[src/source/audioSettings.svh]
/* Build-time constants of the audio subsystem.
   A frame lasts 64 * AUDIO_BCLK_DIV aclk cycles and the fetcher needs all
   playing voices read within it. The register map assumes at most 8 voices. */
`ifndef AUDIO_SETTINGS_SVH
`define AUDIO_SETTINGS_SVH

// Voices mixed into the output
`define AUDIO_VOICES 8

// aclk cycles per half bit-clock period
`define AUDIO_BCLK_DIV 4

`define AUDIO_SAMPLE_BITS 16

`endif
[src/source/audioStreamPkg.sv]
/* Sample-path and memory read types.
   Only the AXI-Lite read channels exist. */
`default_nettype none

`include "audioSettings.svh"

package audioStreamPkg;

    typedef logic signed [`AUDIO_SAMPLE_BITS-1:0] sample_t;

    typedef struct packed {
        sample_t left;
        sample_t right;
    } stereo_t;

    typedef struct packed {
        logic [31:0] araddr;
        logic [2:0]  arprot;
        logic        arvalid;
    } axilAr_t;

    // One sample per 16-bit beat
    typedef struct packed {
        logic [15:0] rdata;
        logic [1:0]  rresp;
        logic        rvalid;
    } axilR_t;

endpackage

`default_nettype wire

[src/source/i2sTransmitter.sv]
/* Standard I2S framing with 16-bit words in a 32-bit frame.
   The MSB follows one bit clock after the word select edge. */
`timescale 1ns/1ps
`default_nettype none

module i2sTransmitter (
    input  logic                    aclk,
    input  logic                    aresetn,
    input  logic                    i_bitTick,
    input  logic                    i_frameStart,
    input  audioStreamPkg::stereo_t i_mix,
    output logic                    o_dout
);

    logic [31:0] shiftReg;

    // Frame start always lands on a bit tick
    always_ff @(posedge aclk) begin
        if (!aresetn) begin
            shiftReg <= '0;
            o_dout   <= 1'b0;
        end else if (i_bitTick) begin
            o_dout <= shiftReg[31]; // LSB of the last right word on frame start
            if (i_frameStart) begin
                shiftReg <= {i_mix.left, i_mix.right};
            end else begin
                shiftReg <= {shiftReg[30:0], 1'b0};
            end
        end
    end

endmodule

`default_nettype wire

[config.mk]
export PLATFORM = sky130hd
export DESIGN_NAME = i2sTransmitter
export DESIGN_NICKNAME = d
export VERILOG_FILES = /design/src/source/audioStreamPkg.sv /design/src/source/i2sTransmitter.sv
export VERILOG_INCLUDE_DIRS = /design/src /design/src/source
export SDC_FILE = /design/constraint.sdc
export NUM_CORES = 1
export LEC_CHECK = 0
export BUFFER_PORTS_ARGS = -buffer_cell sky130_fd_sc_hd__buf_4
export CAP_MARGIN = 20
export CORE_MARGIN = 5
export CORE_UTILIZATION = 45
export CTS_CLUSTER_SIZE = 30
export DETAILED_ROUTE_END_ITERATION = 10
export PLACE_DENSITY = 0.73
export SETUP_SLACK_MARGIN = 0.5
export SYNTH_ARGS = -nofsm -noshare
export SYNTH_HDL_FRONTEND = slang
export SYNTH_SLANG_ARGS = --single-unit
[constraint.sdc]
create_clock -name aclk -period 0.8 [get_ports aclk]
set_input_delay 0.16 -clock aclk [delete_from_list [all_inputs] [get_ports aclk]]
set_output_delay 0.16 -clock aclk [all_outputs]
set_load 0.02 [all_outputs]
==> results.toml <==
[clock_tree]
cts_tree = "yes"
clkSinkCount = 33
cts_buffers = 5
path_clk_slew_ns = 0.10
post_cts_buffers = 0
clk_path_buf_depth = 2
cts_max_level = 2
hold_buffers = 0
root_buffer = "clkbuf_4"
clock_latency_ns = 0.32

[detailed_routing]
routedWlPerCell_um = 12.91
wirelength_mm = 2.905
drcViolationCount = 0
first_pass_iters = 6
viasPerCell = 4.987
num_vias = 1122
drt_iter0_drc = 35
antenna_left = 0

[placed_design]
gp_congestion = 0.7274
dp_hpwl_mm = 2.100
pre_cts_slack_ns = -0.09642
numPortBuffers = 36
placed_cells = 217
place_area_um2 = 1770

[synthesis]
synth_top_area_share_pct = 45.95
synth_area_um2 = 1438
avgSynthCellArea_um2 = 9.915
syn_inst = 145
netlist_top_cells_area = "dfxtp_1, mux2i_1, a21oi_1"
synth_cell_types = 14
yosysTopAreaCell = "dfxtp_1"
ys_ff_latch = 33
syn_nets = 181
yosys_warnings = 0
ys_seq_area_share_pct = 45.95

[setup_path]
slowest_stage = "dfxtp_4"
critPathLaunchType = "flop"
criticalPathCategory = "reg2out"
critPathBufInv = 1
cp_max_fo = 2
crit_family = "flip-flops"
cp_cell_sequence = "buf_6"
cp.arrival_ns = 0.81
crit_required_ns = 0.64
critPathMaxStageDelay_ns = 0.36
worstSetupEndpointType = "output port"

[hold_path]
hp-class = "in2reg"

[finish]
drive_gt1_share_pct = 47.51
layout.cells.non_filler = 225
finish.utilization_pct = 62.66
diodes = 0
area_delta_synth_final_pct = 33.07
design_area_um2 = 1913
final_nets = 216

[global_routing]
grt-ovfl-total = 0
grt_max_degree = 34
grt_usage_pct = 14.82
grt_pass1_vias = 1146
antenna_found_initial = 0
grt_pass1_wl_mm = 4.961

[timing]
layout_min_cycle_time_ns = 0.9678
fin_tns_setup_ns = -0.1678
fmax_mhz = 1033
setup_viol = 1
skew_ns = 0.005083
slew_violations = 0
hold_viol = 0
post-route-period-util_pct = 121.0
rsz0062_at_grt = "true"
maxSlewHeadroom_pct = 78.89
postLayoutSetupSlackWorst_ns = -0.1678
worst_slew_pin_slew_ns = 0.3167

[floorplanning]
die_h_um = 66.52
start_util_pct = 47.09
core-area_um2 = 3053
io_pins = 37
rows = 20
die_w_um = 66.52
die-area_um2 = 4425

[power]
p_leak_nw = 0.8391
cellPowerDensity_nw_per_um2 = 1921
ir_drop_uv = 1295

[run_status]
violations = "setup timing"
status = "complete, but fails checks"

[run]
max_cap_viol_count = 0
==> cell usage in the layout (no fill, tap or decap) <==
cell type / count
mux2i_1: 32
clkbuf_1: 1
o21ai_1: 25
dfxtp_4: 1
nand2b_1: 1
a21oi_1: 31
clkbuf_4: 5
buf_6: 1
dfxtp_1: 1
buf_4: 35
nor2b_1: 1
a21boi_1: 1
o21ai_2: 4
bufinv_16: 1
buf_12: 6
dfxtp_2: 31
clkbuf_8: 1
o21ai_0: 2
nand3_2: 1
==> cells in the mapped netlist <==
library cell and count:
a21oi_1 31, clkbuf_1 2, buf_2 7, o21ai_0 29
o21ai_1 2, buf_6 1, a21boi_1 1, buf_12 3
nand2b_1 1, dfxtp_1 33, mux2i_1 32, nand3_1 1
nor2b_1 1, buf_4 1
==> where the power goes <==
part / internal, mW / leakage [nW] / total [mW] / switching (mW)
logic: 0.317 / 0.510 / 0.551 / 0.234
registers: 1.78 / 0.284 / 1.84 / 0.0626
clock network: 0.746 / 0.0455 / 1.28 / 0.537
total: 2.84 / 0.839 / 3.68 / 0.834
==> per-layer routing <==
layer	share of wire [%]	track usage, %	routed length, µm	vias up
li1	-	-	-	595
met1	43	16.63	1241	492
met2	49	24.91	1427	31
met3	6.9	5.228	200	4
met4	1.2	6.853	36	0
met5	0	0	0	-
==> sequential cells by signal, summed over array words and instances, names as in the netlist <==
register  count
o_dout        1
shiftReg     32
==> layout make-up <==
cell class | instances | area (µm²)
Fill cell | 271 | 1140
Clock buffer | 7 | 55.05
Sequential cell | 33 | 703.2
Timing Repair Buffer | 42 | 394.1
Tap cell | 44 | 55.05
Multi-Input combinational cell | 98 | 675.6
Clock inverter | 1 | 30.03
==> repair_timing <==
| item | in CTS | in global routing |
|---|---|---|
| pin swaps | 4 | 13 |
| setup endpoints to repair | 34 | 34 |
| resized for setup | 37 | 7 |
==> worst paths after layout <==
kind | cells after the start | end | slack [ns] | from
max | 1 | o_dout | -0.17 | o_dout$_SDFFE_PN0P_
min | 3 | shiftReg[26]$_SDFFE_PN0P_ | 0.1 | i_mix[26]
max reg2reg | 2 | shiftReg[25]$_SDFFE_PN0P_ | 0.12 | shiftReg[24]$_SDFFE_PN0P_
min reg2reg | 2 | shiftReg[0]$_SDFFE_PN0P_ | 0.48 | shiftReg[0]$_SDFFE_PN0P_
==> through the flow <==
| stage | hold WS, ns | total power [mW] |
|---|---|---|
| 4_1_cts | 0.08308 | 3.717 |
| 2_1_floorplan | 0.2868 | 2.191 |
| 6_report | 0.09609 | 3.675 |
| 5_1_grt | 0.08555 | 3.870 |
| 3_3_place_gp | 0.4326 | 2.369 |
| 3_5_place_dp | 0.4382 | 2.394 |
==> cell families after synthesis <==
| logic type | Yosys count | share of synthesized area (%) |
|---|---|---|
| buf+inv | 14 | 8.442 |
| compound gates | 63 | 22.11 |
| mux | 32 | 22.28 |
| simple gates | 3 | 1.219 |
| flops | 33 | 45.95 |
No activity file was read; power rests on OpenSTA's default activity.
