<file path="config.mk">
export PLATFORM = sky130hd
export DESIGN_NAME = audioChannel
export DESIGN_NICKNAME = d
export VERILOG_FILES = /design/src/source/audioStreamPkg.sv /design/src/source/audioRegPkg.sv /design/src/source/audioChannel.sv
export VERILOG_INCLUDE_DIRS = /design/src /design/src/source
export SDC_FILE = /design/constraint.sdc
export NUM_CORES = 1
export LEC_CHECK = 0
export BUFFER_PORTS_ARGS = -buffer_cell sky130_fd_sc_hd__buf_2
export CAP_MARGIN = 0
export CORE_UTILIZATION = 25
export CTS_CLUSTER_SIZE = 14
export DETAILED_ROUTE_END_ITERATION = 8
export PLACE_DENSITY = 0.42
export SKIP_LAST_GASP = 1
export SYNTH_ARGS = -nofsm -noshare
export SYNTH_HDL_FRONTEND = slang
export SYNTH_SLANG_ARGS = --single-unit
</file>
<file path="constraint.sdc">
create_clock -name aclk -period 2.6 [get_ports aclk]
set_input_delay 0.39 -clock aclk [delete_from_list [all_inputs] [get_ports aclk]]
set_output_delay 0.39 -clock aclk [all_outputs]
set_load 0.01 [all_outputs]
</file>
<file path="src/source/audioSettings.svh">
/* Build-time constants of the audio subsystem.
   A frame lasts 64 * AUDIO_BCLK_DIV aclk cycles and the fetcher needs all
   playing voices read within it. The register map assumes at most 8 voices. */
`ifndef AUDIO_SETTINGS_SVH
`define AUDIO_SETTINGS_SVH

// Voices mixed into the output
`define AUDIO_VOICES 8

// aclk cycles per half bit-clock period
`define AUDIO_BCLK_DIV 4

`define AUDIO_SAMPLE_BITS 16

`endif
</file>
<file path="src/source/audioStreamPkg.sv">
/* Sample-path and memory read types.
   Only the AXI-Lite read channels exist. */
`default_nettype none

`include "audioSettings.svh"

package audioStreamPkg;

    typedef logic signed [`AUDIO_SAMPLE_BITS-1:0] sample_t;

    typedef struct packed {
        sample_t left;
        sample_t right;
    } stereo_t;

    typedef struct packed {
        logic [31:0] araddr;
        logic [2:0]  arprot;
        logic        arvalid;
    } axilAr_t;

    // One sample per 16-bit beat
    typedef struct packed {
        logic [15:0] rdata;
        logic [1:0]  rresp;
        logic        rvalid;
    } axilR_t;

endpackage

`default_nettype wire

</file>
<file path="src/source/audioRegPkg.sv">
/* Register-side types shared by the APB bridge and the voices.
   Register select 3 is reserved and has no enum value. */
`default_nettype none

`include "audioSettings.svh"

package audioRegPkg;

    localparam int VOICE_BITS = $clog2(`AUDIO_VOICES);

    typedef enum logic [1:0] {
        REG_CTRL   = 2'd0,
        REG_START  = 2'd1,
        REG_LENGTH = 2'd2
    } chanRegSel_t;

    // Low nibble of the CTRL word
    typedef struct packed {
        logic [27:0] reserved;
        logic        loop;
        logic        right;
        logic        mono;
        logic        enable;
    } chanCtrl_t;

    typedef union packed {
        chanCtrl_t   ctrl;
        logic [31:0] raw; // Start address or length
    } chanRegWord_t;

    typedef struct packed {
        logic                  valid;
        logic [VOICE_BITS-1:0] voice;
        chanRegSel_t           sel;
        chanRegWord_t          data;
    } chanWrite_t;

endpackage

`default_nettype wire

</file>
<file path="src/source/audioChannel.sv">
/* One voice. A CTRL write with enable but a zero length does not start playback.
   A CTRL write in the same cycle as a load wins over the load. */
`timescale 1ns/1ps
`default_nettype none

module audioChannel #(
    parameter int VOICE_INDEX = 0
) (
    input  logic                     aclk,
    input  logic                     aresetn,
    input  audioRegPkg::chanWrite_t  i_chanWrite,
    input  logic                     i_load,
    input  audioStreamPkg::sample_t  i_sample,
    output logic                     o_playing,
    output logic                     o_mono,
    output logic                     o_right,
    output logic [31:0]              o_nextAddr,
    output audioStreamPkg::sample_t  o_sample
);

    import audioRegPkg::*;

    logic [31:0] startAddr;
    logic [31:0] length;
    logic [31:0] remaining;
    logic        loop;
    logic        hit;

    assign hit = i_chanWrite.valid && (i_chanWrite.voice == VOICE_BITS'(VOICE_INDEX));

    always_ff @(posedge aclk) begin
        if (!aresetn) begin
            startAddr  <= '0;
            length     <= '0;
            remaining  <= '0;
            loop       <= 1'b0;
            o_playing  <= 1'b0;
            o_mono     <= 1'b0;
            o_right    <= 1'b0;
            o_nextAddr <= '0;
            o_sample   <= '0;
        end else begin
            if (i_load && o_playing) begin
                o_sample <= i_sample;
                if (remaining == 32'd1) begin
                    if (loop) begin
                        o_nextAddr <= startAddr;
                        remaining  <= length;
                    end else begin
                        o_playing <= 1'b0; // Last sample stays held
                    end
                end else begin
                    o_nextAddr <= o_nextAddr + 32'd2;
                    remaining  <= remaining - 32'd1;
                end
            end
            if (hit) begin
                case (i_chanWrite.sel)
                    REG_START:  startAddr <= i_chanWrite.data.raw;
                    REG_LENGTH: length <= i_chanWrite.data.raw;
                    REG_CTRL: begin
                        o_mono  <= i_chanWrite.data.ctrl.mono;
                        o_right <= i_chanWrite.data.ctrl.right;
                        loop    <= i_chanWrite.data.ctrl.loop;
                        if (i_chanWrite.data.ctrl.enable) begin
                            o_playing  <= (length != '0);
                            o_nextAddr <= startAddr;
                            remaining  <= length;
                        end else begin
                            o_playing <= 1'b0;
                            o_sample  <= '0;
                        end
                    end
                    default: ;
                endcase
            end
        end
    end

endmodule

`default_nettype wire

</file>
==> out/qor.txt <==
I/O pin count: 108
WL/cell: 21.3 um
H-tree depth: 4
Max transition margin: 0.334
Max IR drop VDD: 307 uV
Core area: 0.0309 mm2
Cts bufs inserted: 17
Final slew viol count: 0
Antenna Nets Post-Route: 0
Largest net degree at the start of global routing: 55
Peak Freq: 403 MHz
Syn Area/Cell: 7.52 um2
Startpoint types: flop
Mapped Cells: 1055
EDFF count, synth: 0
Hold Fails Final Rpt: 0
Adder-cell area share of the yosys netlist: 0.00473
Commonest non-fill, non-tap cell in the layout: nand2_1
Die width: 180 um
Hold Crit Class: primary input to flop
First-pass GRT wire length: 52100 um
DIE HEIGHT: 180 um
HPWL Detailed: 25000 um
FF+latch count, synth: 148
Final setup vio count: 0
Fill cells: 3385
Starting Density: 0.257
Worst Path Required: 2.96 ns
Worst Path Max Fanout: 32
# rows: 64
Mux cell area share after synthesis: 0.0177
Full die area: 0.0324 mm2
Inserted Diodes: 0
Total GRT Usage: 0.211
Max-cap violations: 0
DRC viols: 0
First DRT Iteration DRCs: 658
Worst slack at placement: -0.0168 ns
Layout Nets: 1253
Vias after detailed routing: 8682
Post-CTS Setup Inserts: 0
Area grow syn2layout: 26.5%
Core Util, Final: 0.325
Clock skew: 0.00974 ns
Number of I/O port buffers: 107
Worst setup margin: 0.121 ns
CP Data Arrival Time: 2.84 ns
Post-synthesis xor/xnor area fraction: 0.00221
Largest family of logic cells by synthesized area: simple AND/OR/NAND/NOR gates
Synthesized area: 0.00793 mm2
Root buffer cell: clkbuf_16
RePlAce Congestion: 0.868
Congestion Overflow GR: 0
Synth cell types: 81
Most frequent cells in the layout: nand2_1, dfxtp_1, a21oi_1
Worst setup EP type: flop
Hold_buf cts: 0
RSZ-0062 raised after global routing: no
Clock Path Buffers: 2
CTS tree: yes
Min Clock Period, post-route: 2.48 ns
Main synth FF type: dfxtp_1
Final setup TNS: 0 ns
Final Cycle Share: 0.953
Via density: 5.42
Worst slew pin tran: 0.996 ns
Sequential-to-total area share from yosys stat: 0.374
Clk sink count: 148
Share of layout cells above drive strength 1: 0.227
Post-Synth Simple-Gate Area: 0.281
Yosys warnings: 0
Leakage: 3.78 nW
Crit path kind: flop to flop
Async SR Flop Fraction: 0
Vias in the first global route: 8179
Status: finished clean
Syn_nets: 1115
PD cells: 528 mW/mm2
Initial antenna violation count: 0
Worst skew pair latency: 0.43 ns
Synth Area in Compound Gates: 0.263
Detailed Routing Iterations Pass 1: 5
Wirelength, routed: 34100 um
Clock transition at path regs: 0.07 ns
==> path summary, 6_finish.rpt <==
| kind | to | startpoint | slack, ns | cells after the start |
|---|---|---|---|---|
| setup / recovery | o_nextAddr[16] | remaining[22] | 0.12 | 8 |
| hold / removal | o_sample[1] | i_sample[1] | 0.19 | 3 |
| setup reg to reg | o_nextAddr[16] | remaining[22] | 0.12 | 8 |
| hold reg to reg | o_sample[5] | o_sample[5] | 0.45 | 2 |
==> area by class of cell <==
type                       count  area (um2)  share of cell area
inverter                      17        63.8             0.00636
multi-input combinational    807        4540               0.453
timing repair buffer         202        1350               0.134
tap                          396         495              0.0494
clock buffer                  19         453              0.0451
clock inverter                12         168              0.0167
sequential                   148        2960               0.295
==> state kept, by name (all words and copies together) (netlist names) <==
name,cells
length,32
o_nextAddr,32
remaining,32
startAddr,32
o_sample,16
loop,1
o_mono,1
o_playing,1
o_right,1
==> layer usage <==
layer / GRT usage / wire length, um / vias to the layer above
met5: 0 / 0 / -
met4: 0.0667 / 754 / 0
met3: 0.0451 / 1980 / 42
met2: 0.328 / 15100 / 299
met1: 0.289 / 16300 / 4197
li1: - / - / 4144
==> worst max-delay path, stage by stage (launching register included) <==
cell,delay (ns)
dfxtp_1,0.33
or4_1,0.62
or2_4,0.36
nor3_4,0.24
buf_12,0.22
buf_4,0.19
and3_1,0.15
o21ai_0,0.08
a31oi_1,0.17
==> stage by stage <==
| step | hold WS (ns) | power (W) | cells | cell area [um2] |
|---|---|---|---|---|
| CTS | 0.171 | 0.00536 | 1601 | 10000 |
| floorplan | 0.432 | 0.00252 | 1055 | 7930 |
| global placement | 0.440 | 0.00268 | 1570 | 9400 |
| global route | 0.185 | 0.00547 | 1601 | 10000 |
| detailed placement | 0.445 | 0.00268 | 1570 | 9400 |
| finish | 0.195 | 0.00530 | 1601 | 10000 |
==> power by group <==
part           total (W)  internal, W  switching, W
clock            0.00267      0.00158       0.00109
sequential       0.00229      0.00228     0.0000160
combinational   0.000338     0.000132      0.000205
total            0.00530      0.00399       0.00131
==> what timing repair did <==
item / in CTS / in global routing
setup endpoints to repair: 4 / 24
endpoints found under the hold margin: 0 / 0
resized for setup: 2 / 2
gates cloned: 0 / 0
==> logic make-up after synthesis <==
family	count (synthesis)
AO/OA/AOI/OAI	334
XOR/XNOR	2
adder cells (fa/ha/maj)	3
buffers and inverters	100
flip-flops	148
multiplexers	13
AND/OR/NAND/NOR	455
==> synth_stat cells (9+ instances only) <==
master    instances  share of area
a211oi_1         11          0.010
a21oi_1         139          0.088
a31oi_1          18          0.014
and3_1           19          0.015
and4_1            9         0.0099
buf_2            11         0.0069
clkbuf_1         57          0.027
dfxtp_1         148           0.37
inv_1            16         0.0076
nand2_1         214           0.10
nand3_1          32          0.020
nand4_1          13          0.010
nor2_1           63          0.030
nor3_1           30          0.019
nor4_1           26          0.021
o211ai_1         10         0.0095
o21ai_0          60          0.038
o22ai_1          10         0.0079
(Power assumes the default switching activity.)
