**src/source/audioSettings.svh**
```systemverilog
/* Build-time constants of the audio subsystem.
   A frame lasts 64 * AUDIO_BCLK_DIV aclk cycles and the fetcher needs all
   playing voices read within it. The register map assumes at most 8 voices. */
`ifndef AUDIO_SETTINGS_SVH
`define AUDIO_SETTINGS_SVH

// Voices mixed into the output
`define AUDIO_VOICES 8

// aclk cycles per half bit-clock period
`define AUDIO_BCLK_DIV 4

`define AUDIO_SAMPLE_BITS 16

`endif
```
**src/source/audioRegPkg.sv**
```systemverilog
/* Register-side types shared by the APB bridge and the voices.
   Register select 3 is reserved and has no enum value. */
`default_nettype none

`include "audioSettings.svh"

package audioRegPkg;

    localparam int VOICE_BITS = $clog2(`AUDIO_VOICES);

    typedef enum logic [1:0] {
        REG_CTRL   = 2'd0,
        REG_START  = 2'd1,
        REG_LENGTH = 2'd2
    } chanRegSel_t;

    // Low nibble of the CTRL word
    typedef struct packed {
        logic [27:0] reserved;
        logic        loop;
        logic        right;
        logic        mono;
        logic        enable;
    } chanCtrl_t;

    typedef union packed {
        chanCtrl_t   ctrl;
        logic [31:0] raw; // Start address or length
    } chanRegWord_t;

    typedef struct packed {
        logic                  valid;
        logic [VOICE_BITS-1:0] voice;
        chanRegSel_t           sel;
        chanRegWord_t          data;
    } chanWrite_t;

endpackage

`default_nettype wire

```
**src/source/apbRegBridge.sv**
```systemverilog
/* APB slave with no wait states. Voice registers are write-only and read as 0.
   Address 0x80 returns the playing bits; register select 3 answers with PSLVERR. */
`timescale 1ns/1ps
`default_nettype none

`include "audioSettings.svh"

module apbRegBridge (
    input  logic                     aclk,
    input  logic                     aresetn,
    input  logic                     i_psel,
    input  logic                     i_penable,
    input  logic                     i_pwrite,
    input  logic [7:0]               i_paddr,
    input  logic [31:0]              i_pwdata,
    output logic [31:0]              o_prdata,
    output logic                     o_pready,
    output logic                     o_pslverr,
    input  logic [`AUDIO_VOICES-1:0] i_playing,
    output audioRegPkg::chanWrite_t  o_chanWrite
);

    import audioRegPkg::*;

    logic access;
    logic chanSpace;
    logic reserved;

    assign access    = i_psel && i_penable;
    assign chanSpace = !i_paddr[7];
    assign reserved  = chanSpace && (i_paddr[3:2] == 2'd3);

    assign o_pready  = 1'b1;
    assign o_pslverr = access && reserved;

    always_comb begin
        o_prdata = '0;
        if (i_paddr == 8'h80) begin
            o_prdata = {{(32 - `AUDIO_VOICES){1'b0}}, i_playing};
        end
    end

    // One-cycle command per completed write
    always_ff @(posedge aclk) begin
        if (!aresetn) begin
            o_chanWrite <= '0;
        end else begin
            o_chanWrite.valid <= access && i_pwrite && chanSpace && !reserved;
            if (access && i_pwrite) begin
                o_chanWrite.voice    <= i_paddr[4 +: VOICE_BITS];
                o_chanWrite.sel      <= chanRegSel_t'(i_paddr[3:2]);
                o_chanWrite.data.raw <= i_pwdata;
            end
        end
    end

endmodule

`default_nettype wire

```
**config.mk**
```make
export PLATFORM = sky130hd
export DESIGN_NAME = apbRegBridge
export DESIGN_NICKNAME = d
export VERILOG_FILES = /design/src/source/audioRegPkg.sv /design/src/source/apbRegBridge.sv
export VERILOG_INCLUDE_DIRS = /design/src /design/src/source
export SDC_FILE = /design/constraint.sdc
export NUM_CORES = 1
export LEC_CHECK = 0
export BUFFER_PORTS_ARGS = -buffer_cell sky130_fd_sc_hd__buf_2
export CAP_MARGIN = 15
export CORE_MARGIN = 8
export CORE_UTILIZATION = 37
export CTS_CLUSTER_DIAMETER = 30
export DETAILED_ROUTE_END_ITERATION = 10
export PLACE_DENSITY = 0.75
export SETUP_SLACK_MARGIN = 0.1
export SYNTH_ARGS = -nofsm -noshare
export SYNTH_HDL_FRONTEND = slang
export SYNTH_SLANG_ARGS = --single-unit
```
**constraint.sdc**
```tcl
create_clock -name aclk -period 1.2 [get_ports aclk]
set_input_delay 0.24 -clock aclk [delete_from_list [all_inputs] [get_ports aclk]]
set_output_delay 0.24 -clock aclk [all_outputs]
set_load 0.1 [all_outputs]
```
==> impl_metrics.ini, run 1 <==
[final_layout]
largest-register = o_chanWrite
final_util = 0.695
reg_top3 = o_chanWrite: 38 flops
layout_common_cells = nand2_1, buf_12, buf_2
drive_above_1_share = 0.526
fill_cells = 362
syn2layout_area_growth_pct = 79.6
final_common_cell = nand2_1
largest_reg_flops = 38
nets = 365
diodes = 0

[outcome]
violations = setup timing
status = finished with violations

[die]
coreArea_um2 = 4750
io-pin-count = 125
dieArea_um2 = 7480
rows = 25
die_h_um = 86.5
die_w_um = 86.5
initial_utilization = 0.387

[yosys]
synth_seq_cells = 38
synth.avg_cell_area_um2 = 8.59
yosysSeqAreaShare = 0.414
ys_types = 16
synth_cells = 214
ys_warn_count = 0
syn-cell-area_um2 = 1840

[clocking]
cts_tree = done
clock_latency_ns = 0.27
clk_path_buf_depth = 2
cts_sinks = 38
clk_pin_slew_worst_paths_ns = 0.07
htree_levels = 2
cts_buffers = 5
clock-root-buffer = clkbuf_8

[placement]
io_buffers = 99
gp_congestion = 0.839
hpwlAfterDp_um = 4360

[min_path]
hp-class = in2reg

[setup_path]
cp_slowest_cell = or4b_4
slowest_delay_ns = 0.67
crit_chain = buf_6, or4b_4, nor3_4, buf_12
rrSetupSlack_ns = 0.58
path_delay_family = simple AND/OR/NAND/NOR gates
crit_buf_inv = 2
crit_fanout = 8
crit_path_start_kind = input pin
endpoint_kind = output port
cp.arrival_ns = 1.46
cp_data_required_time_ns = 0.96
worstSetupPathType = in2out

[power_and_ir_drop]
p_total_mw = 3.34
leakage_nw = 1.47
ir_drop_uv = 833
powerDensity_nw_per_um2 = 1010

[global_routing]
grt_usage = 0.143
grt_pass1_vias = 1778
grt_first_pass_wirelength_um = 8550
gr-total-overflow = 0
grt_max_degree = 35
antenna_found_initial = 0

[routing]
via_per_inst = 4.28
drt_iter0_drc = 51
routed_wl_um = 5240
drcViolationCount = 0
wl_per_cell_um = 13.8
vias = 1623
ant_nets = 0
drtPass1Iterations = 4

[sta]
fin_crit_ns = 1.70
setup_viol = 8
hold_violations = 0
min_period_over_period = 1.41
slew_viol_final = 0
max_freq_mhz = 589
fin_worst_skew_ns = 0
rsz0062_at_grt = true
worst_slack_ns = -0.498

[flow_run]
cap_violations = 0
layer usage:
metal  vias to the layer above  share of wire  track usage
met5                         -              0            0
met4                         0         0.0053       0.0469
met3                         3           0.10       0.0624
met2                        72           0.53        0.266
met1                       731           0.36        0.136
li1                        817              -            -
report_power, final:
part           total [mW]  switching, mW  leakage (nW)  internal [mW]
clock network       0.808          0.408        0.0383          0.400
registers            1.36         0.0454         0.326           1.31
logic                1.17          0.841          1.10          0.330
tightest hold or removal path: stages:
cell and delay, ns:
buf_2 0.09, nand2_1 0.04, mux2i_1 0.05
what timing repair did:
action                                  in CTS  in global routing
resized for setup                            8                  3
endpoints found under the hold margin        0                  0
endpoints found under the setup margin       9                  9
pin swaps                                    4                  2
hold buffers                                 0                  0
gates cloned                                 0                  0
setup buffers                                1                  0
synthesized netlist by cell type:
cell type   n  area share
dfxtp_1    38        0.41
clkbuf_1    7       0.014
nor3_2      8       0.044
and3_1      1      0.0034
inv_1       8       0.016
mux2i_1    37        0.20
buf_1       1      0.0020
or4b_1      1      0.0054
and4b_1     1      0.0054
buf_4      28        0.11
nor3_1      1      0.0027
buf_2       3      0.0082
or4_1       1      0.0041
conb_1      2      0.0041
nand2_1    76        0.16
buf_6       1      0.0061
path summary, 6_finish.rpt:
path | end | from | cells after the start
worst max-delay path | o_prdata[3] | i_paddr[0] | 4
worst min-delay path | o_chanWrite[25]$_SDFFE_PN0P_ | i_pwdata[25] | 3
worst max register to register | o_chanWrite[2]$_SDFFE_PN0P_ | o_chanWrite[2]$_SDFFE_PN0P_ | 2
worst min register to register | o_chanWrite[8]$_SDFFE_PN0P_ | o_chanWrite[8]$_SDFFE_PN0P_ | 2
area by class of cell:
cell class	instances	area, um^2	area share
Inverter	8	30.0	0.00909
Clock buffer	7	76.3	0.0231
Tap cell	67	83.8	0.0254
Multi-Input combinational cell	151	946	0.286
Timing Repair Buffer	108	1360	0.411
Sequential cell	38	808	0.245
cell families (layout without fill, tap and decap cells):
kind of cell,count (synthesis),after routing,synth area share
buffers and inverters,48,123,0.161
flip-flops,38,38,0.414
multiplexers,37,37,0.201
other,2,25,0.00408
AND/OR/NAND/NOR,89,89,0.220
metrics by stage:
stage	setup slack [ns]	instances	TNS (ns)	hold slack, ns	cell area (um^2)
after floorplan	-0.782	237	-6.73	0.375	2050
after global placement	-0.514	371	-4.00	0.461	3170
after detailed placement	-0.536	371	-4.23	0.469	3170
after CTS	-0.507	379	-3.98	0.184	3290
after global routing	-0.546	379	-4.25	0.184	3300
final	-0.498	379	-3.93	0.193	3300
Note: power is estimated with default switching activity, not from simulation.
==> run 2, diff against run 1 <==
--- a/config.mk
+++ b/config.mk
@@ -8,11 +8,14 @@
 export LEC_CHECK = 0
 export BUFFER_PORTS_ARGS = -buffer_cell sky130_fd_sc_hd__buf_2
 export CAP_MARGIN = 15
+export CELL_PAD_IN_SITES_DETAIL_PLACEMENT = 0
+export CELL_PAD_IN_SITES_GLOBAL_PLACEMENT = 2
+export CORE_ASPECT_RATIO = 1.75
 export CORE_MARGIN = 8
-export CORE_UTILIZATION = 37
+export CORE_UTILIZATION = 19
 export CTS_CLUSTER_DIAMETER = 30
 export DETAILED_ROUTE_END_ITERATION = 10
-export PLACE_DENSITY = 0.75
+export PLACE_DENSITY_LB_ADDON = 0.1
 export SETUP_SLACK_MARGIN = 0.1
 export SYNTH_ARGS = -nofsm -noshare
 export SYNTH_HDL_FRONTEND = slang
==> impl_metrics.ini, run 2 (same netlist as run 1, synthesis figures left out) <==
[outcome]
status = finished with violations
violations = setup timing

[power_and_ir_drop]
leakage_nw = 1.51
powerDensity_nw_per_um2 = 1120
ir_drop_uv = 793
p_total_mw = 3.86

[global_routing]
grt_usage = 0.0924
antenna_found_initial = 0
grt_first_pass_wirelength_um = 9590
gr-total-overflow = 0
grt_max_degree = 56
grt_pass1_vias = 1706

[setup_path]
cp.arrival_ns = 1.46
r2r_cells = 2
worstSetupPathType = in2out
crit_fanout = 8
crit_path_start_kind = input pin
cp_data_required_time_ns = 0.96
endpoint_kind = output port

[placement]
hpwlAfterDp_um = 4910
io_buffers = 99
gp_congestion = 0.666

[routing]
ant_nets = 0
wl_met1_um = 2260
drtPass1Iterations = 4
met3WireLength_um = 408
routed_wl_um = 6060
drcViolationCount = 0
drt_iter0_drc = 55
wl_per_cell_um = 13.8
via_per_inst = 3.76
dr_wl_met2_um = 3300
vias = 1645
maxUsedRoutingLayer = met4

[final_layout]
reg_top3 = o_chanWrite: 38 flops
multi_input_area_um2 = 946
layout_common_cells = nand2_1, buf_12, buf_2
syn2layout_area_growth_pct = 87.6
largest-register = o_chanWrite
final_common_cell = nand2_1
largest_reg_flops = 38
fill_cells = 964
regArea_um2 = 808
nets = 368
diodes = 0
drive_above_1_share = 0.535

[clocking]
cts_buffers = 5
postCtsHoldBufs = 0
cts_tree = done
clock_latency_ns = 0.28
htree_levels = 2
clk_path_buf_depth = 2
clk_pin_slew_worst_paths_ns = 0.06
clock-root-buffer = clkbuf_16
cts_sinks = 38

[die]
io-pin-count = 125
rows = 47
die_h_um = 146
coreArea_um2 = 9470
initial_utilization = 0.194
dieArea_um2 = 13200
die_w_um = 90.4

[sta]
max_freq_mhz = 590
worst_slack_ns = -0.495
fin_worst_skew_ns = 0
hold_violations = 0
fin_crit_ns = 1.70
slew_viol_final = 0
rsz0062_at_grt = true
hold-worst-slack_ns = 0.194
setup_viol = 8
min_period_over_period = 1.41

[flow_run]
cap_violations = 0

[min_path]
worstHoldPathCells = 3
hp-class = in2reg
[run 2: cell types whose count changed in the layout (fill, tap and decap cells not counted), sizes merged]
cell	previous run	this run
buf	108	111
clkinv	0	1
[run 2: report_power, final]
part | leakage (nW) | switching [mW] | internal, mW
registers | 0.326 | 0.0447 | 1.32
clock network | 0.0739 | 0.501 | 0.824
logic | 1.11 | 0.846 | 0.330
[run 2: layout make-up]
class,instances,area share
repair buffers,111,0.396
clock inverters,1,0.00145
inverters,8,0.00871
multi-input cells,151,0.274
flip-flops and latches,38,0.234
clock buffers,7,0.0413
well taps,122,0.0443
[run 2: what timing repair did]
item / in CTS / in global routing
setup endpoints to repair: 9 / 9
pin swaps: 4 / 2
setup buffers: 2 / 1
resized for setup: 9 / 2
[run 2: worst paths after layout]
check / start / endpoint / slack [ns]
worst max-delay path: i_paddr[0] / o_prdata[3] / -0.50
worst min-delay path: i_pwdata[3] / o_chanWrite[3]$_SDFFE_PN0P_ / 0.19
worst max register to register: o_chanWrite[4]$_SDFFE_PN0P_ / o_chanWrite[4]$_SDFFE_PN0P_ / 0.60
worst min register to register: o_chanWrite[32]$_SDFFE_PN0P_ / o_chanWrite[32]$_SDFFE_PN0P_ / 0.47
[run 2: metrics by stage]
| stage | area (um^2) | utilization | TNS [ns] | instances | setup slack, ns |
|---|---|---|---|---|---|
| floorplan | 2050 | - | -6.73 | 237 | -0.782 |
| global placement | 3230 | 0.341 | -4.04 | 427 | -0.506 |
| detailed placement | 3230 | 0.341 | -4.10 | 427 | -0.525 |
| CTS | 3430 | 0.362 | -3.93 | 437 | -0.505 |
| global route | 3450 | 0.364 | -4.09 | 438 | -0.524 |
| finish | 3450 | 0.364 | -3.87 | 438 | -0.495 |
[run 2: critical path: stages]
cell and delay, ns:
buf_6 0.09, or4b_4 0.67, nor3_4 0.25, buf_12 0.20
[run 2: routing by layer]
metal  global-route usage  vias up
met3               0.0313        5
met4               0.0427        0
met2                0.162       78
met1               0.0963      731
met5                    0        -
li1                     -      831
