<file path="src/source/audioSettings.svh">
/* Build-time constants of the audio subsystem.
   A frame lasts 64 * AUDIO_BCLK_DIV aclk cycles and the fetcher needs all
   playing voices read within it. The register map assumes at most 8 voices. */
`ifndef AUDIO_SETTINGS_SVH
`define AUDIO_SETTINGS_SVH

// Voices mixed into the output
`define AUDIO_VOICES 8

// aclk cycles per half bit-clock period
`define AUDIO_BCLK_DIV 4

`define AUDIO_SAMPLE_BITS 16

`endif
</file>
<file path="src/source/audioTimingGen.sv">
/* Bit clock and word select are plain levels derived from aclk, not clocks.
   Word select and the strobes change together on the falling bit clock. */
`timescale 1ns/1ps
`default_nettype none

`include "audioSettings.svh"

module audioTimingGen (
    input  logic aclk,
    input  logic aresetn,
    output logic o_bclk,
    output logic o_lrclk,
    output logic o_bitTick,
    output logic o_frameStart
);

    localparam int DIV_BITS = (`AUDIO_BCLK_DIV > 1) ? $clog2(`AUDIO_BCLK_DIV) : 1;

    logic [DIV_BITS-1:0] divCnt;
    logic [4:0]          bitCnt;
    logic                halfDone;

    assign halfDone = (divCnt == DIV_BITS'(`AUDIO_BCLK_DIV - 1));
    assign o_lrclk  = bitCnt[4]; // Low during the left word

    always_ff @(posedge aclk) begin
        if (!aresetn) begin
            divCnt       <= '0;
            bitCnt       <= '0;
            o_bclk       <= 1'b0;
            o_bitTick    <= 1'b0;
            o_frameStart <= 1'b0;
        end else begin
            o_bitTick    <= 1'b0;
            o_frameStart <= 1'b0;
            if (halfDone) begin
                divCnt <= '0;
                o_bclk <= ~o_bclk;
                if (o_bclk) begin // Falling bit clock
                    bitCnt       <= bitCnt + 5'd1;
                    o_bitTick    <= 1'b1;
                    o_frameStart <= (bitCnt == 5'd31);
                end
            end else begin
                divCnt <= divCnt + 1'b1;
            end
        end
    end

endmodule

`default_nettype wire

</file>
<file path="config.mk">
export PLATFORM = sky130hd
export DESIGN_NAME = audioTimingGen
export DESIGN_NICKNAME = d
export VERILOG_FILES = /design/src/source/audioTimingGen.sv
export VERILOG_INCLUDE_DIRS = /design/src /design/src/source
export SDC_FILE = /design/constraint.sdc
export NUM_CORES = 1
export LEC_CHECK = 0
export BUFFER_PORTS_ARGS = -buffer_cell sky130_fd_sc_hd__clkbuf_2
export CELL_PAD_IN_SITES_DETAIL_PLACEMENT = 0
export CELL_PAD_IN_SITES_GLOBAL_PLACEMENT = 2
export CORE_MARGIN = 2
export CORE_UTILIZATION = 28
export CTS_CLUSTER_DIAMETER = 200
export DETAILED_ROUTE_END_ITERATION = 8
export PLACE_DENSITY_LB_ADDON = 0.1
export SLEW_MARGIN = 10
export SYNTH_ARGS = -nofsm -noshare
export SYNTH_HDL_FRONTEND = slang
export SYNTH_SLANG_ARGS = --single-unit
</file>
<file path="constraint.sdc">
create_clock -name aclk -period 1.3 [get_ports aclk]
set_clock_uncertainty 0.1 [all_clocks]
set_input_delay 0.13 -clock aclk [delete_from_list [all_inputs] [get_ports aclk]]
set_output_delay 0.13 -clock aclk [all_outputs]
set_load 0.05 [all_outputs]
</file>
==> results of run 1 <==
## power by group
group          internal [mW]  leakage [nW]  switching (mW)
combinational         0.0227         0.127          0.0237
clock                  0.106        0.0138          0.0946
sequential             0.320        0.0832          0.0125
## cell usage in the layout, fill, tap and decap left out, types with 2 or more instances in the layout
master / synthesis / final
a21boi_1: 1 / 2
and2_1: 4 / 4
buf_4: 1 / 5
clkbuf_2: 0 / 5
clkbuf_4: 0 / 3
dfxtp_1: 10 / 5
dfxtp_2: 0 / 5
ha_4: 0 / 3
nand2_1: 2 / 2
nand3_1: 4 / 3
xnor2_1: 2 / 2
## stage by stage
step / hold WS (ps) / power (mW) / instances / cell area (µm²) / worst slack (ps)
2_1_floorplan: 152 / 0.361 / 37 / 395 / -0.628
3_3_place_gp: 310 / 0.372 / 60 / 462 / 3.78
3_5_place_dp: 321 / 0.376 / 60 / 462 / -34.6
4_1_cts: 92.8 / 0.581 / 63 / 519 / -3.36
5_1_grt: 93.5 / 0.628 / 64 / 544 / -16.2
6_report: 92.7 / 0.580 / 64 / 544 / 21.9
## flip-flops by register name (all words and copies together) (netlist names)
signal	cells
bitCnt	5
o_frameStart	1
divCnt	2
o_bclk	1
o_bitTick	1
## metal layers
metal | share of wire, % | up-vias | global-route usage (%)
met4 | 1.2 | 0 | 5.81
met5 | 0 | - | 0
met1 | 43 | 142 | 10.2
met2 | 47 | 8 | 14.7
li1 | - | 152 | -
met3 | 8.0 | 2 | 7.83
## timing repair
action                                  in CTS  in global routing
hold buffers                                 0                  0
gates cloned                                 0                  0
gates resized for setup                      7                  4
pin swaps                                    1                  4
endpoints found under the setup margin       2                  3
hold endpoints to repair                     0                  0
buffers inserted                             0                  1
## path summary, 6_finish.rpt
path                            cells past startpoint  slack, ps        end  startpoint
worst max-delay path                                5         20  bitCnt[4]   bitCnt[1]
worst min-delay path                                2         90  bitCnt[2]     aresetn
worst max register to register                      5         20  bitCnt[4]   bitCnt[1]
worst min register to register                      1        340  divCnt[0]   divCnt[0]
## worst register-to-register path: cells and delay by family, from the launching register on
family	cells	cell delay, ps
adder cells (fa/ha/maj)	2	400
AO/OA/AOI/OAI	1	130
flip-flops	1	330
AND/OR/NAND/NOR	2	240
## Yosys cell counts
cell | count | share of area (%)
or3_1 | 1 | 1.6
a21boi_0 | 2 | 3.8
xor2_1 | 1 | 2.2
and3_2 | 1 | 1.9
dfxtp_1 | 10 | 51
nor3b_1 | 1 | 1.9
nand2_1 | 2 | 1.9
and2_1 | 4 | 6.3
xnor2_1 | 2 | 4.4
buf_4 | 1 | 1.9
nand2_2 | 1 | 1.6
a21boi_1 | 1 | 1.9
and3_1 | 1 | 1.6
nand3_1 | 4 | 5.1
and3b_1 | 1 | 2.2
o21ai_0 | 1 | 1.3
ha_1 | 3 | 9.5
## area by class of cell
cell class | count | area (µm²)
timing repair buffer | 10 | 62.6
multi-input combinational | 26 | 234
fill | 135 | 757
sequential | 10 | 206
tap | 15 | 18.8
clock buffer | 3 | 22.5
## cell families (layout without fill, tap and decap cells)
logic type / count (synthesis) / in the layout / share of synthesized area [%]
adder cells (fa/ha/maj): 3 / 3 / 9.52
flip-flops: 10 / 10 / 50.8
AND/OR/NAND/NOR: 16 / 16 / 24.1
buffers and inverters: 1 / 13 / 1.91
AO/OA/AOI/OAI: 4 / 4 / 6.98
XOR/XNOR: 3 / 3 / 6.67
==> flow_metrics.py, run 1 <==
metrics = {
    "outcome": {
        "outcome": "finished, final reports clean",
    },
    "yosys": {
        "syn_nets": 42,
        "yosys_warnings": 0,
        "yosysSeqAreaShare_pct": 50.8,
        "avgSynthCellArea_um2": 10.7,
        "synth-seq-cells": 10,
        "synthesis.area_um2": 394,
        "yosysUniqueCellTypes": 17,
        "synthCells": 37,
    },
    "clock_network": {
        "cts_made_buffers": 3,
        "clockBufferDepth": 2,
        "htreeDepth": 1,
        "clk_pin_slew_ps": 60,
        "clock_latency_ps": 250,
        "clockRootBuffer": "clkbuf_4",
        "cts_tree": "yes",
        "cts_sinks": 10,
    },
    "setup_path": {
        "cp-end-kind": "flop",
        "startpoint_type": "flop",
        "slowest_delay_ps": 330,
        "crit_buf_inv": 0,
        "path_cells": "ha_4 -> and3_4 -> ha_4 -> nand3_2 -> a21boi_1",
        "critPathRequiredTime_ps": 1390,
        "crit_fanout": 2,
        "cp_common_cell": "ha_4",
        "cp_top_family": "adder cells",
        "critical_path_class": "reg2reg",
        "arrival_ps": 1370,
        "critPathSlowestCell": "dfxtp_2",
    },
    "floorplan": {
        "core-area_um2": 1300,
        "rows": 13,
        "fp.dieH_um": 41.5,
        "initial_utilization_pct": 30.3,
        "ioPinCount": 6,
        "die_w_um": 41.5,
        "die-area_um2": 1720,
    },
    "timing": {
        "grt_setup_unrepaired": "true",
        "setup-tns-final_ps": 0,
        "setup_viol": 0,
        "fmax_mhz": 782,
        "slew-limit-headroom_pct": 81.7,
        "layout_min_cycle_time_ps": 1280,
        "period_share_pct": 98.3,
        "worstMarginPinSlew_ps": 276,
        "slew_viol_final": 0,
        "hold_viol": 0,
    },
    "place": {
        "port_buffers": 5,
        "gp_congestion": 0.653,
    },
    "power": {
        "peakVddDrop_mv": 0.612,
        "p_per_area_nw_per_um2": 1070,
        "total_leakage_power_nw": 0.224,
    },
    "grt": {
        "grt_pass1_vias": 304,
        "grt_usage_pct": 10.1,
        "grt_pass1_wl_um": 1240,
        "overflow": 0,
        "grt_max_degree": 10,
        "antenna_found_initial": 0,
    },
    "finish": {
        "nets": 56,
        "fin_util_pct": 41.8,
        "drive_above_1_share_pct": 51.0,
        "synthToLayoutAreaGrowth_pct": 38.1,
        "diodes": 0,
    },
    "route": {
        "drc": 0,
        "vias_per_cell": 4.75,
        "drt-pass1-iter-count": 2,
        "wl_per_cell_um": 10.6,
        "drt_iter0_markers": 1,
        "vias": 304,
        "wl_um": 676,
        "antenna_left": 0,
    },
    "hold_path": {
        "hold_path.class": "in2reg",
    },
    "job": {
        "cap_violations": 0,
    },
}
Note: power is estimated with default switching activity, not from simulation.
==> run 2, diff against run 1 <==
--- a/config.mk
+++ b/config.mk
@@ -6,13 +6,13 @@
 export SDC_FILE = /design/constraint.sdc
 export NUM_CORES = 1
 export LEC_CHECK = 0
-export BUFFER_PORTS_ARGS = -buffer_cell sky130_fd_sc_hd__clkbuf_2
 export CELL_PAD_IN_SITES_DETAIL_PLACEMENT = 0
 export CELL_PAD_IN_SITES_GLOBAL_PLACEMENT = 2
-export CORE_MARGIN = 2
-export CORE_UTILIZATION = 28
+export CORE_AREA = 2 2 39 41
 export CTS_CLUSTER_DIAMETER = 200
 export DETAILED_ROUTE_END_ITERATION = 8
+export DIE_AREA = 0 0 41 43
+export DONT_BUFFER_PORTS = 1
 export PLACE_DENSITY_LB_ADDON = 0.1
 export SLEW_MARGIN = 10
 export SYNTH_ARGS = -nofsm -noshare
==> flow_metrics.py, run 2 (synthesis results as in run 1) <==
metrics = {
    "timing": {
        "slew-limit-headroom_pct": 68.4,
        "hold_ws_ps": 335,
        "period_share_pct": 96.4,
        "hold_viol": 0,
        "fmax_mhz": 798,
        "setup_viol": 0,
        "worstMarginPinSlew_ps": 473,
        "layout_min_cycle_time_ps": 1250,
        "slew_viol_final": 0,
    },
    "route": {
        "vias": 295,
        "antenna_left": 0,
        "drt-pass1-iter-count": 2,
        "wl_per_cell_um": 11.2,
        "wl_um": 706,
        "drt_iter0_markers": 2,
        "vias_per_cell": 4.68,
        "drc": 0,
    },
    "floorplan": {
        "core-area_um2": 1380,
        "die-area_um2": 1760,
        "initial_utilization_pct": 28.5,
        "ioPinCount": 6,
        "rows": 14,
        "fp.dieH_um": 43,
        "die_w_um": 41,
    },
    "clock_network": {
        "clock_latency_ps": 260,
        "htreeDepth": 1,
        "clk_pin_slew_ps": 60,
        "cts_tree": "yes",
        "cts_sinks": 10,
        "cts_made_buffers": 3,
        "post_cts_buffers": 0,
        "clockBufferDepth": 2,
        "clockRootBuffer": "clkbuf_4",
    },
    "grt": {
        "grt_pass1_wl_um": 1200,
        "antenna_found_initial": 0,
        "grt_usage_pct": 11.1,
        "overflow": 0,
        "grt_max_degree": 10,
        "grt_pass1_vias": 294,
    },
    "power": {
        "total_leakage_power_nw": 0.215,
        "p_per_area_nw_per_um2": 1080,
        "switching_share_pct": 23.4,
        "peakVddDrop_mv": 0.594,
        "pwr-share-seq_pct": 56.3,
        "clkPwrFrac_pct": 35.2,
        "combPwrFrac_pct": 8.6,
        "p_switching_uw": 139,
        "p_int_uw": 453,
    },
    "outcome": {
        "outcome": "finished, final reports clean",
    },
    "finish": {
        "synthToLayoutAreaGrowth_pct": 38.4,
        "nets": 54,
        "drive_above_1_share_pct": 46.8,
        "final_cell_mix": "7 x buf_4, 5 x dfxtp_2, 5 x dfxtp_1, 4 x and2_1",
        "diodes": 0,
        "layout_commonest_cell": "buf_4",
        "fin_util_pct": 39.4,
        "largest_reg_flops": 5,
        "largest_register": "bitCnt",
        "reg_top3": "bitCnt (5), divCnt (2)",
    },
    "place": {
        "port_buffers": 0,
        "gp_congestion": 0.686,
    },
    "setup_path": {
        "cp-end-kind": "flop",
        "arrival_ps": 1350,
        "reg2reg_slack_ps": 50,
        "critical_path_class": "reg2reg",
        "crit_fanout": 2,
        "critPathRequiredTime_ps": 1400,
        "startpoint_type": "flop",
    },
    "job": {
        "cap_violations": 0,
    },
    "hold_path": {
        "hold_path.class": "reg2reg",
    },
}
==> run 2: cell types whose count changed in the layout (fill, tap and decap cells not counted) <==
cell	change
clkbuf_2	-5
buf_4	+2
dlygate4sd3_1	+1
==> run 2: power by group through the flow <==
stage / logic (mW) / clock network [mW] / registers, mW
after floorplan: 0.0207 / 0 / 0.340
after global placement: 0.0372 / 0 / 0.333
after detailed placement: 0.0406 / 0 / 0.334
after CTS: 0.0500 / 0.213 / 0.331
after global routing: 0.0559 / 0.234 / 0.335
final: 0.0506 / 0.208 / 0.333
==> run 2: cell type report <==
type | count | area (µm²)
multi-input combinational | 26 | 234
fill | 137 | 838
tap | 16 | 20.0
clock buffer | 3 | 22.5
sequential | 10 | 206
timing repair buffer | 8 | 62.6
==> run 2: metal layers <==
metal	GRT usage, %	part of all wire [%]	vias up
li1	-	-	147
met3	9.95	7.5	2
met4	4.00	1.7	0
met2	16.3	52	9
met5	0	0	-
met1	10.6	39	137
==> run 2: final timing paths <==
| path | startpoint | endpoint | cells past startpoint |
|---|---|---|---|
| worst max-delay path | bitCnt[1] | bitCnt[4] | 5 |
| worst min-delay path | divCnt[0] | divCnt[0] | 1 |
| worst max register to register | bitCnt[1] | bitCnt[4] | 5 |
| worst min register to register | divCnt[0] | divCnt[0] | 1 |
==> run 2: repair_timing <==
| action | CTS | global route |
|---|---|---|
| setup endpoints to repair | 3 | 2 |
| pin swaps | 2 | 3 |
| hold buffers | 1 | 0 |
| gates resized for setup | 7 | 4 |
| endpoints found under the hold margin | 9 | 0 |
==> run 2: worst max-delay path: stages, from the launching register on <==
cell and delay [ps]:
dfxtp_2 330, ha_4 150, and3_4 180, ha_4 250, nand3_2 60, a21boi_1 110
==> run 2: through the flow <==
stage                     setup slack [ps]  power (mW)  instances  area (µm²)  setup TNS, ps
after global routing                 -8.91       0.625         63         546          -8.91
after floorplan                     -0.628       0.361         37         395         -0.628
after detailed placement             -58.2       0.375         59         460          -85.8
after global placement                5.13       0.371         59         460              0
after CTS                             1.47       0.593         63         537              0
final                                 46.4       0.592         63         546              0
==> run 3, diff against run 2 <==
--- a/config.mk
+++ b/config.mk
@@ -14,6 +14,7 @@
 export DIE_AREA = 0 0 41 43
 export DONT_BUFFER_PORTS = 1
 export PLACE_DENSITY_LB_ADDON = 0.1
+export SETUP_SLACK_MARGIN = 0.15
 export SLEW_MARGIN = 10
 export SYNTH_ARGS = -nofsm -noshare
 export SYNTH_HDL_FRONTEND = slang
==> flow_metrics.py, run 3 (synthesis results as in run 1) <==
metrics = {
    "route": {
        "wl_um": 807,
        "vias": 300,
        "wl_per_cell_um": 12.6,
        "antenna_left": 0,
        "drt_iter0_markers": 3,
        "drc": 0,
        "drt-pass1-iter-count": 2,
        "vias_per_cell": 4.69,
    },
    "clock_network": {
        "clock_latency_ps": 260,
        "clk_pin_slew_ps": 70,
        "clockRootBuffer": "clkbuf_4",
        "cts_sinks": 10,
        "cts_tree": "yes",
        "clockBufferDepth": 2,
        "htreeDepth": 1,
        "cts_made_buffers": 3,
    },
    "finish": {
        "largest_register": "bitCnt",
        "synthToLayoutAreaGrowth_pct": 46.7,
        "reg_top3": "bitCnt (5), divCnt (2)",
        "nets": 54,
        "diodes": 0,
        "drive_above_1_share_pct": 58.3,
        "final_cell_mix": "6 x dfxtp_2, 6 x buf_4, 4 x and2_1",
        "largest_reg_flops": 5,
        "instances_no_fill": 64,
        "fin_util_pct": 41.8,
        "fill_cells": 144,
    },
    "power": {
        "total_leakage_power_nw": 0.230,
        "clkPwrFrac_pct": 41.6,
        "p_int_uw": 522,
        "combPwrFrac_pct": 8.5,
        "peakVddDrop_mv": 0.566,
        "pwr-share-seq_pct": 49.9,
        "switching_share_pct": 22.0,
        "p_switching_uw": 147,
        "p_per_area_nw_per_um2": 1160,
    },
    "timing": {
        "slew_viol_final": 0,
        "slew-limit-headroom_pct": 68.7,
        "setup_viol": 0,
        "worstMarginPinSlew_ps": 468,
        "fmax_mhz": 778,
        "period_share_pct": 98.8,
        "grt_setup_unrepaired": "true",
        "hold_viol": 9,
        "hold_ws_ps": -117,
        "layout_min_cycle_time_ps": 1280,
    },
    "setup_path": {
        "critPathSlowestCell": "dfxtp_2",
        "critPathRequiredTime_ps": 1390,
        "worstReg2RegEnd": "bitCnt[4]",
        "crit_buf_inv": 0,
        "r2r_start": "bitCnt[0]",
        "cp_num_cells": 5,
        "startpoint": "bitCnt[0]",
        "cp_common_cell": "ha_4",
        "critical_path_class": "reg2reg",
        "cp-end-kind": "flop",
        "crit_end": "bitCnt[4]",
        "reg2reg_slack_ps": 20,
        "path_cells": "ha_4 -> and3_4 -> ha_4 -> nand3_2 -> a21boi_1",
        "ff2ff_path_depth": 5,
        "startpoint_type": "flop",
        "slowest_delay_ps": 340,
        "crit_fanout": 2,
        "cp_top_family": "adder cells",
        "arrival_ps": 1380,
    },
    "floorplan": {
        "die_w_um": 41,
        "initial_utilization_pct": 28.5,
        "die-area_um2": 1760,
        "fp.dieH_um": 43,
        "ioPinCount": 6,
        "core-area_um2": 1380,
        "rows": 14,
    },
    "hold_path": {
        "hold_path.class": "in2reg",
    },
    "outcome": {
        "violations": "negative hold slack",
        "outcome": "complete, but fails checks",
    },
    "grt": {
        "overflow": 0,
        "grt_usage_pct": 12.9,
        "grt_pass1_vias": 326,
        "grt_max_degree": 10,
        "grt_pass1_wl_um": 1420,
        "antenna_found_initial": 0,
    },
    "place": {
        "gp_congestion": 0.673,
        "place_inst": 57,
        "place_hpwl_um": 512,
        "port_buffers": 0,
    },
    "job": {
        "cap_violations": 0,
    },
}
[run 3: worst register-to-register path: stages, from the launching register on]
cell,delay (ps)
dfxtp_2,340
ha_4,150
and3_4,170
ha_4,250
nand3_2,60
a21boi_1,150
[run 3: through the flow]
| stage | hold WS [ps] | instance area, µm² | power [mW] | TNS (ps) | setup WS (ps) |
|---|---|---|---|---|---|
| floorplan | 152 | 408 | 0.364 | 0 | 34.9 |
| global placement | 154 | 454 | 0.371 | 0 | 22.2 |
| detailed placement | 157 | 454 | 0.375 | -3.10 | -3.10 |
| CTS | -126 | 537 | 0.674 | 0 | 16.0 |
| global route | -143 | 578 | 0.713 | -37.8 | -34.1 |
| finish | -117 | 578 | 0.670 | 0 | 15.5 |
[run 3: power by group through the flow]
stage | logic [mW] | clock network [mW] | registers, mW
2_1_floorplan | 0.0230 | 0 | 0.341
3_3_place_gp | 0.0376 | 0 | 0.334
3_5_place_dp | 0.0401 | 0 | 0.335
4_1_cts | 0.0483 | 0.292 | 0.333
5_1_grt | 0.0634 | 0.315 | 0.336
6_report | 0.0566 | 0.279 | 0.334
[run 3: layer usage]
metal  track usage, %  wire, µm  share of wire, %  vias up
met5                0         0                 0        -
met4             4.00         0                 0        0
met3             9.95        55               6.8        0
met2             21.6       448                56       10
met1             11.0       303                38      141
li1                 -         -                 -      149
[run 3: final cells by class]
type / count / area [µm²] / share of cell area (%)
Clock buffer: 4 / 36.3 / 6.28
Multi-Input combinational cell: 26 / 243 / 42.0
Sequential cell: 10 / 211 / 36.6
Tap cell: 16 / 20.0 / 3.46
Timing Repair Buffer: 8 / 67.6 / 11.7
[run 3: how the worst min path moves through the flow]
stage                           end  startpoint  slack [ps]  cells after the start
after floorplan           bitCnt[0]     aresetn         150                      1
after global placement    bitCnt[2]     aresetn         150                      1
after detailed placement  bitCnt[0]     aresetn         160                      1
after CTS                    o_bclk     aresetn        -130                      1
after global routing      bitCnt[0]     aresetn        -140                      1
final                        o_bclk     aresetn        -120                      1
[run 3: what timing repair did]
item,CTS,global route
endpoints found under the setup margin,4,8
gates resized for setup,7,6
hold endpoints to repair,9,9
pin swaps,2,4
setup buffers,1,2
cloned,0,0
